[src/source/smartnic_pkg.sv]
package smartnic_pkg;

    // ------------------------------------------------------------
    // ingress destination codes.
    // ------------------------------------------------------------
    typedef logic [1:0] igr_tdest_t;

    localparam igr_tdest_t APP    = 2'd0;
    localparam igr_tdest_t BYPASS = 2'd1;
    localparam igr_tdest_t DROP   = 2'd2;
    // code 3 falls through to app.

    // ------------------------------------------------------------
    // port identifiers.
    // ------------------------------------------------------------
    typedef logic [0:0] port_id_t;

    // ------------------------------------------------------------
    // ingress arbiter states.
    // ------------------------------------------------------------
    typedef enum logic [1:0] {
        IDLE,
        CMAC_PKT,
        HOST_PKT
    } arb_state_t;

endpackage

[src/source/axis_pkg.sv]
package axis_pkg;

    // stream beat width in bytes.
    localparam int DATA_BYTES = 8;

    // beat payload.
    typedef logic [8*DATA_BYTES-1:0] tdata_t;

    // one bit per valid byte.
    typedef logic [DATA_BYTES-1:0] tkeep_t;

endpackage

[src/source/igr_arbiter.sv]
`timescale 1ns/1ps

module igr_arbiter #(
    parameter int FIFO_DEPTH = 8
) (
    input  logic                      core_clk,
    input  logic                      srst,

    input  logic                      cmac_tvalid,
    output logic                      cmac_tready,
    input  axis_pkg::tdata_t          cmac_tdata,
    input  axis_pkg::tkeep_t          cmac_tkeep,
    input  logic                      cmac_tlast,
    input  smartnic_pkg::port_id_t    cmac_tid,

    input  logic                      host_tvalid,
    output logic                      host_tready,
    input  axis_pkg::tdata_t          host_tdata,
    input  axis_pkg::tkeep_t          host_tkeep,
    input  logic                      host_tlast,
    input  smartnic_pkg::port_id_t    host_tid,

    input  smartnic_pkg::igr_tdest_t  mux_out_sel_cmac,
    input  smartnic_pkg::igr_tdest_t  mux_out_sel_host,

    output logic                      wr_en,
    output axis_pkg::tdata_t          wr_tdata,
    output axis_pkg::tkeep_t          wr_tkeep,
    output logic                      wr_tlast,
    output smartnic_pkg::port_id_t    wr_tid,
    output smartnic_pkg::igr_tdest_t  wr_tdest,
    input  logic                      credit_return
);

    localparam int CNT_W = $clog2(FIFO_DEPTH + 1);

    smartnic_pkg::arb_state_t  state;
    logic                      last_host;
    logic                      arb_en;
    logic                      sop_cmac;
    logic                      sop_host;
    smartnic_pkg::igr_tdest_t  dest_cmac;
    smartnic_pkg::igr_tdest_t  dest_host;
    smartnic_pkg::igr_tdest_t  cur_dest_cmac;
    smartnic_pkg::igr_tdest_t  cur_dest_host;
    logic [CNT_W-1:0]          credit_cnt;
    logic                      can_accept;
    logic                      grant_cmac;
    logic                      grant_host;
    logic                      cmac_xfer;
    logic                      host_xfer;

    // ------------------------------------------------------------
    // grant and ready.
    // ------------------------------------------------------------
    // round robin at packet boundaries.
    assign grant_cmac = cmac_tvalid && (last_host || !host_tvalid);
    assign grant_host = host_tvalid && !grant_cmac;

    // a write still in flight has already spent its credit.
    assign can_accept = arb_en && (credit_cnt > CNT_W'(wr_en));

    assign cmac_tready = can_accept &&
                         ((state == smartnic_pkg::CMAC_PKT) ||
                          ((state == smartnic_pkg::IDLE) && grant_cmac));
    assign host_tready = can_accept &&
                         ((state == smartnic_pkg::HOST_PKT) ||
                          ((state == smartnic_pkg::IDLE) && grant_host));

    assign cmac_xfer = cmac_tvalid && cmac_tready;
    assign host_xfer = host_tvalid && host_tready;

    always_ff @(posedge core_clk) begin
        if (srst) begin
            state     <= smartnic_pkg::IDLE;
            last_host <= 1'b1;
        end else begin
            case (state)
                smartnic_pkg::IDLE: begin
                    if (cmac_xfer) begin
                        last_host <= 1'b0;
                        if (!cmac_tlast) state <= smartnic_pkg::CMAC_PKT;
                    end else if (host_xfer) begin
                        last_host <= 1'b1;
                        if (!host_tlast) state <= smartnic_pkg::HOST_PKT;
                    end
                end
                smartnic_pkg::CMAC_PKT: begin
                    if (cmac_xfer && cmac_tlast) state <= smartnic_pkg::IDLE;
                end
                smartnic_pkg::HOST_PKT: begin
                    if (host_xfer && host_tlast) state <= smartnic_pkg::IDLE;
                end
                default: state <= smartnic_pkg::IDLE;
            endcase
        end
    end

    // ------------------------------------------------------------
    // start of packet and destination latch.
    // ------------------------------------------------------------
    always_ff @(posedge core_clk) begin
        if (srst) begin
            sop_cmac <= 1'b1;
            sop_host <= 1'b1;
        end else begin
            if (cmac_xfer) sop_cmac <= cmac_tlast;
            if (host_xfer) sop_host <= host_tlast;
        end
    end

    always_ff @(posedge core_clk) begin
        if (cmac_xfer && sop_cmac) dest_cmac <= mux_out_sel_cmac;
        if (host_xfer && sop_host) dest_host <= mux_out_sel_host;
    end

    // first beat takes the live select, later beats the latched one.
    assign cur_dest_cmac = sop_cmac ? mux_out_sel_cmac : dest_cmac;
    assign cur_dest_host = sop_host ? mux_out_sel_host : dest_host;

    // ------------------------------------------------------------
    // credits.
    // ------------------------------------------------------------
    always_ff @(posedge core_clk) begin
        if (srst) begin
            credit_cnt <= CNT_W'(FIFO_DEPTH);
            arb_en     <= 1'b0;
        end else begin
            credit_cnt <= credit_cnt - CNT_W'(wr_en) + CNT_W'(credit_return);
            arb_en     <= 1'b1;
        end
    end

    // ------------------------------------------------------------
    // write stage.
    // ------------------------------------------------------------
    always_ff @(posedge core_clk) begin
        if (srst) begin
            wr_en <= 1'b0;
        end else begin
            wr_en <= cmac_xfer || host_xfer;
        end
    end

    always_ff @(posedge core_clk) begin
        if (host_xfer) begin
            wr_tdata <= host_tdata;
            wr_tkeep <= host_tkeep;
            wr_tlast <= host_tlast;
            wr_tid   <= host_tid;
            wr_tdest <= cur_dest_host;
        end else if (cmac_xfer) begin
            wr_tdata <= cmac_tdata;
            wr_tkeep <= cmac_tkeep;
            wr_tlast <= cmac_tlast;
            wr_tid   <= cmac_tid;
            wr_tdest <= cur_dest_cmac;
        end
    end

endmodule

[src/source/igr_fifo.sv]
`timescale 1ns/1ps

module igr_fifo #(
    parameter int FIFO_DEPTH = 8
) (
    input  logic                      core_clk,
    input  logic                      srst,

    input  logic                      wr_en,
    input  axis_pkg::tdata_t          wr_tdata,
    input  axis_pkg::tkeep_t          wr_tkeep,
    input  logic                      wr_tlast,
    input  smartnic_pkg::port_id_t    wr_tid,
    input  smartnic_pkg::igr_tdest_t  wr_tdest,

    output logic                      rd_valid,
    output axis_pkg::tdata_t          rd_tdata,
    output axis_pkg::tkeep_t          rd_tkeep,
    output logic                      rd_tlast,
    output smartnic_pkg::port_id_t    rd_tid,
    output smartnic_pkg::igr_tdest_t  rd_tdest,
    input  logic                      rd_en,

    output logic                      credit_return
);

    localparam int AW     = $clog2(FIFO_DEPTH);
    localparam int CNT_W  = $clog2(FIFO_DEPTH + 1);
    localparam int BEAT_W = $bits(axis_pkg::tdata_t) + $bits(axis_pkg::tkeep_t) + 1 +
                            $bits(smartnic_pkg::port_id_t) + $bits(smartnic_pkg::igr_tdest_t);

    logic [BEAT_W-1:0] mem [FIFO_DEPTH];
    logic [AW-1:0]     wr_ptr;
    logic [AW-1:0]     rd_ptr;
    logic [CNT_W-1:0]  count;
    logic              pop;

    assign rd_valid = (count != '0);
    assign pop      = rd_en && rd_valid;

    // credits bound the writes to the free slots.
    always_ff @(posedge core_clk) begin
        if (wr_en) mem[wr_ptr] <= {wr_tdata, wr_tkeep, wr_tlast, wr_tid, wr_tdest};
    end

    assign {rd_tdata, rd_tkeep, rd_tlast, rd_tid, rd_tdest} = mem[rd_ptr];

    // pointers wrap on the power of two depth.
    always_ff @(posedge core_clk) begin
        if (srst) begin
            wr_ptr        <= '0;
            rd_ptr        <= '0;
            count         <= '0;
            credit_return <= 1'b0;
        end else begin
            if (wr_en) wr_ptr <= wr_ptr + 1'b1;
            if (pop)   rd_ptr <= rd_ptr + 1'b1;
            count         <= count + CNT_W'(wr_en) - CNT_W'(pop);
            credit_return <= pop;
        end
    end

endmodule

[src/source/igr_steer.sv]
`timescale 1ns/1ps

module igr_steer (
    input  logic                      rd_valid,
    input  axis_pkg::tdata_t          rd_tdata,
    input  axis_pkg::tkeep_t          rd_tkeep,
    input  logic                      rd_tlast,
    input  smartnic_pkg::port_id_t    rd_tid,
    input  smartnic_pkg::igr_tdest_t  rd_tdest,
    output logic                      rd_en,

    output logic                      app_tvalid,
    input  logic                      app_tready,
    output axis_pkg::tdata_t          app_tdata,
    output axis_pkg::tkeep_t          app_tkeep,
    output logic                      app_tlast,
    output smartnic_pkg::port_id_t    app_tid,
    output smartnic_pkg::igr_tdest_t  app_tdest,

    output logic                      bypass_tvalid,
    input  logic                      bypass_tready,
    output axis_pkg::tdata_t          bypass_tdata,
    output axis_pkg::tkeep_t          bypass_tkeep,
    output logic                      bypass_tlast,
    output smartnic_pkg::port_id_t    bypass_tid,
    output smartnic_pkg::igr_tdest_t  bypass_tdest,

    input  logic                      tpause
);

    logic to_bypass;

    // drop packets leave on bypass too.
    assign to_bypass = (rd_tdest == smartnic_pkg::BYPASS) || (rd_tdest == smartnic_pkg::DROP);

    assign app_tvalid    = rd_valid && !to_bypass;
    assign bypass_tvalid = rd_valid && to_bypass && !tpause;

    // a paused head beat stays in the fifo.
    assign rd_en = (app_tvalid && app_tready) || (bypass_tvalid && bypass_tready);

    assign app_tdata = rd_tdata;
    assign app_tkeep = rd_tkeep;
    assign app_tlast = rd_tlast;
    assign app_tid   = rd_tid;
    // back toward the packet's own port.
    assign app_tdest = smartnic_pkg::igr_tdest_t'(rd_tid);

    assign bypass_tdata = rd_tdata;
    assign bypass_tkeep = rd_tkeep;
    assign bypass_tlast = rd_tlast;
    assign bypass_tid   = rd_tid;
    assign bypass_tdest = rd_tdest;

endmodule

[src/source/smartnic_igr_top.sv]
`timescale 1ns/1ps

module smartnic_igr_top #(
    parameter int FIFO_DEPTH = 8
) (
    input  logic                      core_clk,
    input  logic                      srst,

    input  logic                      cmac_tvalid,
    output logic                      cmac_tready,
    input  axis_pkg::tdata_t          cmac_tdata,
    input  axis_pkg::tkeep_t          cmac_tkeep,
    input  logic                      cmac_tlast,
    input  smartnic_pkg::port_id_t    cmac_tid,

    input  logic                      host_tvalid,
    output logic                      host_tready,
    input  axis_pkg::tdata_t          host_tdata,
    input  axis_pkg::tkeep_t          host_tkeep,
    input  logic                      host_tlast,
    input  smartnic_pkg::port_id_t    host_tid,

    input  smartnic_pkg::igr_tdest_t  mux_out_sel_cmac,
    input  smartnic_pkg::igr_tdest_t  mux_out_sel_host,
    input  logic                      tpause,

    output logic                      app_tvalid,
    input  logic                      app_tready,
    output axis_pkg::tdata_t          app_tdata,
    output axis_pkg::tkeep_t          app_tkeep,
    output logic                      app_tlast,
    output smartnic_pkg::port_id_t    app_tid,
    output smartnic_pkg::igr_tdest_t  app_tdest,

    output logic                      bypass_tvalid,
    input  logic                      bypass_tready,
    output axis_pkg::tdata_t          bypass_tdata,
    output axis_pkg::tkeep_t          bypass_tkeep,
    output logic                      bypass_tlast,
    output smartnic_pkg::port_id_t    bypass_tid,
    output smartnic_pkg::igr_tdest_t  bypass_tdest
);

    // ------------------------------------------------------------
    // credit link, arbiter to fifo.
    // ------------------------------------------------------------
    logic                      wr_en;
    axis_pkg::tdata_t          wr_tdata;
    axis_pkg::tkeep_t          wr_tkeep;
    logic                      wr_tlast;
    smartnic_pkg::port_id_t    wr_tid;
    smartnic_pkg::igr_tdest_t  wr_tdest;
    logic                      credit_return;

    // ------------------------------------------------------------
    // fifo head, fifo to steer.
    // ------------------------------------------------------------
    logic                      rd_valid;
    axis_pkg::tdata_t          rd_tdata;
    axis_pkg::tkeep_t          rd_tkeep;
    logic                      rd_tlast;
    smartnic_pkg::port_id_t    rd_tid;
    smartnic_pkg::igr_tdest_t  rd_tdest;
    logic                      rd_en;

    igr_arbiter #(.FIFO_DEPTH(FIFO_DEPTH)) u_arbiter (
        .core_clk, .srst,
        .cmac_tvalid, .cmac_tready, .cmac_tdata, .cmac_tkeep, .cmac_tlast, .cmac_tid,
        .host_tvalid, .host_tready, .host_tdata, .host_tkeep, .host_tlast, .host_tid,
        .mux_out_sel_cmac, .mux_out_sel_host,
        .wr_en, .wr_tdata, .wr_tkeep, .wr_tlast, .wr_tid, .wr_tdest,
        .credit_return
    );

    igr_fifo #(.FIFO_DEPTH(FIFO_DEPTH)) u_fifo (
        .core_clk, .srst,
        .wr_en, .wr_tdata, .wr_tkeep, .wr_tlast, .wr_tid, .wr_tdest,
        .rd_valid, .rd_tdata, .rd_tkeep, .rd_tlast, .rd_tid, .rd_tdest,
        .rd_en,
        .credit_return
    );

    igr_steer u_steer (
        .rd_valid, .rd_tdata, .rd_tkeep, .rd_tlast, .rd_tid, .rd_tdest, .rd_en,
        .app_tvalid, .app_tready, .app_tdata, .app_tkeep, .app_tlast, .app_tid, .app_tdest,
        .bypass_tvalid, .bypass_tready, .bypass_tdata, .bypass_tkeep, .bypass_tlast,
        .bypass_tid, .bypass_tdest,
        .tpause
    );

endmodule

[config.mk]
export PLATFORM = sky130hd
export DESIGN_NAME = smartnic_igr_top
export DESIGN_NICKNAME = d
export VERILOG_FILES = /design/src/source/smartnic_pkg.sv /design/src/source/axis_pkg.sv /design/src/source/igr_arbiter.sv /design/src/source/igr_fifo.sv /design/src/source/igr_steer.sv /design/src/source/smartnic_igr_top.sv
export SDC_FILE = /design/constraint.sdc
export NUM_CORES = 1
export LEC_CHECK = 0
export BUFFER_PORTS_ARGS = -buffer_cell sky130_fd_sc_hd__buf_2
export CAP_MARGIN = 20
export CORE_ASPECT_RATIO = 0.7
export CORE_UTILIZATION = 55
export DETAILED_ROUTE_END_ITERATION = 7
export GPL_TIMING_DRIVEN = 1
export PLACE_DENSITY = 0.75
export SETUP_SLACK_MARGIN = 0.2
export SLEW_MARGIN = 30
export SYNTH_ARGS = -nofsm -noshare
export SYNTH_HDL_FRONTEND = slang
export SYNTH_HIERARCHICAL = 1
export SYNTH_SLANG_ARGS = --single-unit
[constraint.sdc]
create_clock -name core_clk -period 6.98 [get_ports core_clk]
set_input_delay 0.349 -clock core_clk [delete_from_list [all_inputs] [get_ports core_clk]]
set_output_delay 0.349 -clock core_clk [all_outputs]
set_load 0.02 [all_outputs]
== Word-level counts from Yosys, hierarchy flattened ==
Memories as Yosys holds them, arrays and structs flattened. A register that Yosys moved wholly into a read port is not among the register bits.
Index checks and enable logic that the tools add are counted.

* Memories kept: 1
* Output and inout port bits: 156
* Logic and storage cells: 95
* Bits of input ports: 159
* Memory bits (writable): 608
* Bits in registers: 102

{| class="wikitable"
|+ Memories
! name !! depth !! width !! read ports !! clocked after memory_dff !! write ports !! RTL line !! RTL
|-
| u_fifo.mem || 8 || 76 || 1 || 1 || 1 || igr_fifo.sv:32 || <nowiki>logic [BEAT_W-1:0] mem [FIFO_DEPTH];</nowiki>
|}

* Eq/ne operators: 9
* Reductions and logical operators: 34
* Add/subtract/negate cells: 6
* Magnitude comparators: 1
* Muxes and demuxes: 26

{| class="wikitable"
|+ Operator list
! cell !! count
|-
| $mux W64 || 2
|-
| $mux W2 || 10
|-
| $logic_and A1 B1 Y1 || 19
|-
| $mux W8 || 2
|-
| $mux W1 || 9
|-
| $add A4 B1 Y4 || 2
|-
| $sub A4 B1 Y4 || 2
|-
| $add A3 B1 Y3 const B || 2
|-
| $logic_or A1 B1 Y1 || 6
|-
| $mux W3 || 2
|-
| $pmux W2 S3 || 1
|-
| $reduce_and A5 Y1 || 1
|-
| $eq A2 B1 Y1 const B || 2
|-
| $eq A2 B2 Y1 const B || 2
|-
| $gt A4 B1 Y1 || 1
|-
| $logic_not A1 Y1 || 4
|-
| $ne A2 B2 Y1 const B || 2
|-
| $reduce_bool A4 Y1 || 1
|-
| $ne A3 B1 Y1 const B || 1
|-
| $ne A3 B2 Y1 const B || 1
|-
| $ne A3 B3 Y1 const B || 1
|-
| $logic_not A2 Y1 || 1
|-
| $reduce_and A2 Y1 || 1
|-
| $reduce_bool A2 Y1 || 1
|}

== Logic depth before layout (Yosys ltp) ==
* Depth after elaboration: 12
* Gate-level depth with buffers: 14
* Mapped depth without buffers: 13

== Modules after synthesis ==
Netlist, hierarchy kept.

{| class="wikitable"
|+ Modules (own cells, without submodules)
! module !! seq. area each (um^2) !! area an instance (um^2) !! times used !! cells an instance
|-
| igr_fifo || 18537.8 || 23452.5 || 1 || 956
|-
| igr_arbiter || 2622.5 || 4020.1 || 1 || 242
|-
| igr_steer || 0.0 || 1189.9 || 1 || 159
|}

== Worst setup path before layout ==
OpenSTA, ideal clock, no wires.

* Path type: reg-to-reg
* Start point: register u_arbiter.wr_en
* End point: memory u_fifo/mem[0][0] (netlist bit) (enable)
* Cell stages (with the launch flop): 3
* Library setup time: 604 ps
* Data required time: 6376 ps
* Slack: 620 ps
* Clock period less this slack: 6360 ps
* Path buffers: 0
* Arrival: 5757 ps
* Cell sequence: dfxtp_1 -> nand2b_1 -> nor3_1

* Cells in the longest elaborated chain, start to end: 2

{| class="wikitable"
|+ RTL lines
! what !! RTL line !! RTL
|-
| start, declared || igr_arbiter.sv:26 || <nowiki>output logic wr_en,</nowiki>
|-
| start signal, assigned || igr_arbiter.sv:141 || <nowiki>wr_en <= cmac_xfer || host_xfer;</nowiki>
|-
| $mux W1 || igr_fifo.sv:43 || <nowiki>if (wr_en) mem[wr_ptr] <= {wr_tdata, wr_tkeep, wr_tlast, wr_tid, wr_tdest};</nowiki>
|-
| $mux W1 (not written as such) || igr_fifo.sv:43 ||
|-
| end, declared || igr_fifo.sv:32 ||
|}

Every way passes these cells.

==> impl_metrics.tcl <==
set metrics [dict create \
    status "complete, but fails checks" \
    failed_checks "DRC" \
    slowest_delay_ns 0.74 \
    wirelength_um 53700 \
    period_share_pct 62.6 \
    vias 12900 \
    post-route-util_pct 62.7 \
    period_needed_ns 4.37 \
    die_w_um 275 \
    clockBufferDepth 3 \
    syn_inst 1357 \
    worstSkewPairLatency_ns 0.58 \
    synth-seq-cells 713 \
    yosys_most_used_dff "edfxtp_1" \
    grt.total_usage_pct 20.5 \
    irDropWorstVdd_v 0.000182 \
    clkTransAtPathRegs_ns 0.06 \
    rsz0062_at_grt "no" \
    hold_violations 0 \
    powerDensity_nw_per_um2 317 \
    initial_core_util_pct 56.1 \
    layout_commonest_cell "edfxtp_1" \
    fin_setup_tns_ns 0 \
    fmaxAchievable_mhz 229 \
    p_leak_nw 10.6 \
    dr.first_iter.drc_count 1169 \
    tightest_slew_ns 0.967 \
    critPathCaptureType "flip-flop" \
    synth_edf_count 688 \
    numCtsBuffers 66 \
    cts_tree "built" \
    clockRootBuffer "clkbuf_16" \
    first_pass_iters 7 \
    crit_type "reg2reg" \
    die_y_um 193 \
    syn_to_final_growth_pct 11.8 \
    area.sequential_um2 21200 \
    grt_pass1_wl_um 79300 \
    critical_path.top_delay_family "multiplexers" \
    max-cap-violations 0 \
    post_drt_wl_per_cell_um 23.5 \
    fillerInstances 3365 \
    avgSynthCellArea_um2 21.1 \
    async_flop_share_pct 0 \
    grt_overflow_total 0 \
    netlist_top_cells_area "edfxtp_1 72%, mux4_2 12%, mux2_2 4.5%" \
    slew_viol_final 0 \
    synth_cell_types 42 \
    drc 13 \
    drive_gt1_share_pct 44.2 \
    layout_common_cells "688 x edfxtp_1, 313 x buf_2, 152 x mux4_2" \
    multi_input_area_um2 6040 \
    cp.required_ns 7.42 \
    dieArea_um2 53000 \
    hp-class "in2reg" \
    cts_sinks 713 \
    slowest_stage "dfxtp_4" \
    startpoint_type "flip-flop" \
    ant_nets 0 \
    fin_nets 1734 \
    insertedDiodeCount 0 \
    path_max_fanout 29 \
    numPortBuffers 313 \
    via_per_inst 5.67 \
    synth_warnings 6 \
    gp_congestion 0.729 \
    arrival_ns 4.81 \
    rows 69 \
    antenna_found_initial 0 \
    io_pins 315 \
    syn_area_um2 28700 \
    dp_hpwl_um 29000 \
    yosysSeqAreaShare_pct 73.8 \
    skew_ns 0.0196 \
    grt_pass1_vias 13100 \
    synth_top_area_share_pct 72.1 \
    synth_largest_area_cell "edfxtp_1" \
    slew_headroom_pct 35.6 \
    critPathBufInv 2 \
    grt_start_max_net_pins 75 \
    core_um2 51100 \
    synth_nets 1530 \
    crit_path_cell_trace "buf_4, mux4_2, mux2_2, xnor2_1, mux2i_1, nand3_1, o21ai_0, ha_1, inv_1, fa_1, xor2_1, nor2_1" \
    post_cts_buffers 0 \
    h-tree-depth 3 \
    setup_viol 0 \
]
==> registers in the layout, summed over array words and instances, names as in the netlist, 2 cells and up, named ones only <==
signal / count
u_arbiter/dest_cmac: 2
u_fifo/mem: 608
u_arbiter/wr_tdata: 64
u_arbiter/wr_tdest: 2
u_arbiter/credit_cnt: 4
u_fifo/wr_ptr: 3
u_arbiter/state: 2
u_fifo/rd_ptr: 3
u_fifo/count: 4
u_arbiter/dest_host: 2
u_arbiter/wr_tkeep: 8
==> routing by layer <==
metal	track usage, %	vias to the layer above	part of all wire (%)
li1	-	5719	-
met1	29.3	6770	44
met2	32.7	376	49
met3	4.04	78	5.3
met4	5.63	0	1.9
met5	0	-	0
==> cell families after synthesis <==
kind of cell	count (synthesis)	synth area share, %
muxes	316	18.3
DFF	713	73.8
buffers and inverters	222	5.34
and+or+nand+nor	62	1.07
xor gates and xnor gates	5	0.153
adders and majority gates	14	0.664
AOI/OAI and AO/OA	24	0.594
other	1	0.0131
==> worst paths after layout <==
check	from	end	slack [ns]	depth (start not counted)
setup / recovery	flip-flop	u_fifo/count[2]	2.61	12
hold / removal	host_tdata[45]	u_arbiter/wr_tdata[45]	0.05	2
setup reg to reg	flip-flop	u_fifo/count[2]	2.61	12
hold reg to reg	u_fifo/rd_ptr[2]	flip-flop	0.53	2
==> Yosys cell counts, types with 2 or more instances <==
| cell | count |
|---|---|
| nand3_1 | 3 |
| and2_1 | 2 |
| mux4_2 | 152 |
| nor3b_1 | 3 |
| nor3_1 | 4 |
| inv_1 | 18 |
| nor2b_1 | 5 |
| mux2i_1 | 11 |
| a21o_1 | 2 |
| xnor2_1 | 2 |
| fa_1 | 2 |
| dfxtp_1 | 25 |
| nand2b_1 | 7 |
| buf_6 | 13 |
| buf_4 | 153 |
| ha_1 | 12 |
| xor2_1 | 3 |
| edfxtp_1 | 688 |
| nor2_1 | 23 |
| a2111o_1 | 2 |
| buf_2 | 20 |
| mux2_2 | 115 |
| clkbuf_1 | 17 |
| nand2_1 | 9 |
| o21ai_0 | 3 |
| mux2_1 | 38 |
| a21oi_1 | 10 |
==> layout make-up <==
cell class | count | share of cell area [%]
sequential | 713 | 66.1
tap | 674 | 2.63
inverter | 18 | 0.211
multi-input combinational | 422 | 18.9
timing repair buffer | 340 | 5.80
clock inverter | 28 | 0.789
clock buffer | 89 | 5.65
==> through the flow <==
stage | worst slack [ns] | area [um^2] | power [W] | hold WS (ns) | std cells
3_3_place_gp | 2.67 | 29800 | 0.00676 | 0.486 | 2160
2_1_floorplan | 0.620 | 28700 | 0.00660 | 0.418 | 1357
5_1_grt | 2.16 | 32000 | 0.0106 | 0.0166 | 2284
3_5_place_dp | 2.53 | 29900 | 0.00680 | 0.498 | 2162
4_1_cts | 2.51 | 32000 | 0.0103 | 0.00295 | 2283
6_report | 2.61 | 32000 | 0.0102 | 0.0472 | 2284
==> power by group <==
part / total [W] / leakage [nW] / internal [W] / switching [W]
clock network: 0.00346 / 1.01 / 0.00198 / 0.00148
logic: 0.00153 / 3.18 / 0.000606 / 0.000924
registers: 0.00517 / 6.45 / 0.00499 / 0.000177
total: 0.0102 / 10.6 / 0.00758 / 0.00258
==> repair_timing <==
action	in CTS	in global routing
setup endpoints to repair	0	0
hold buffers	4	0
hold endpoints to repair	4	0
gates resized for setup	0	0
Power figures use the tool's default switching activity.
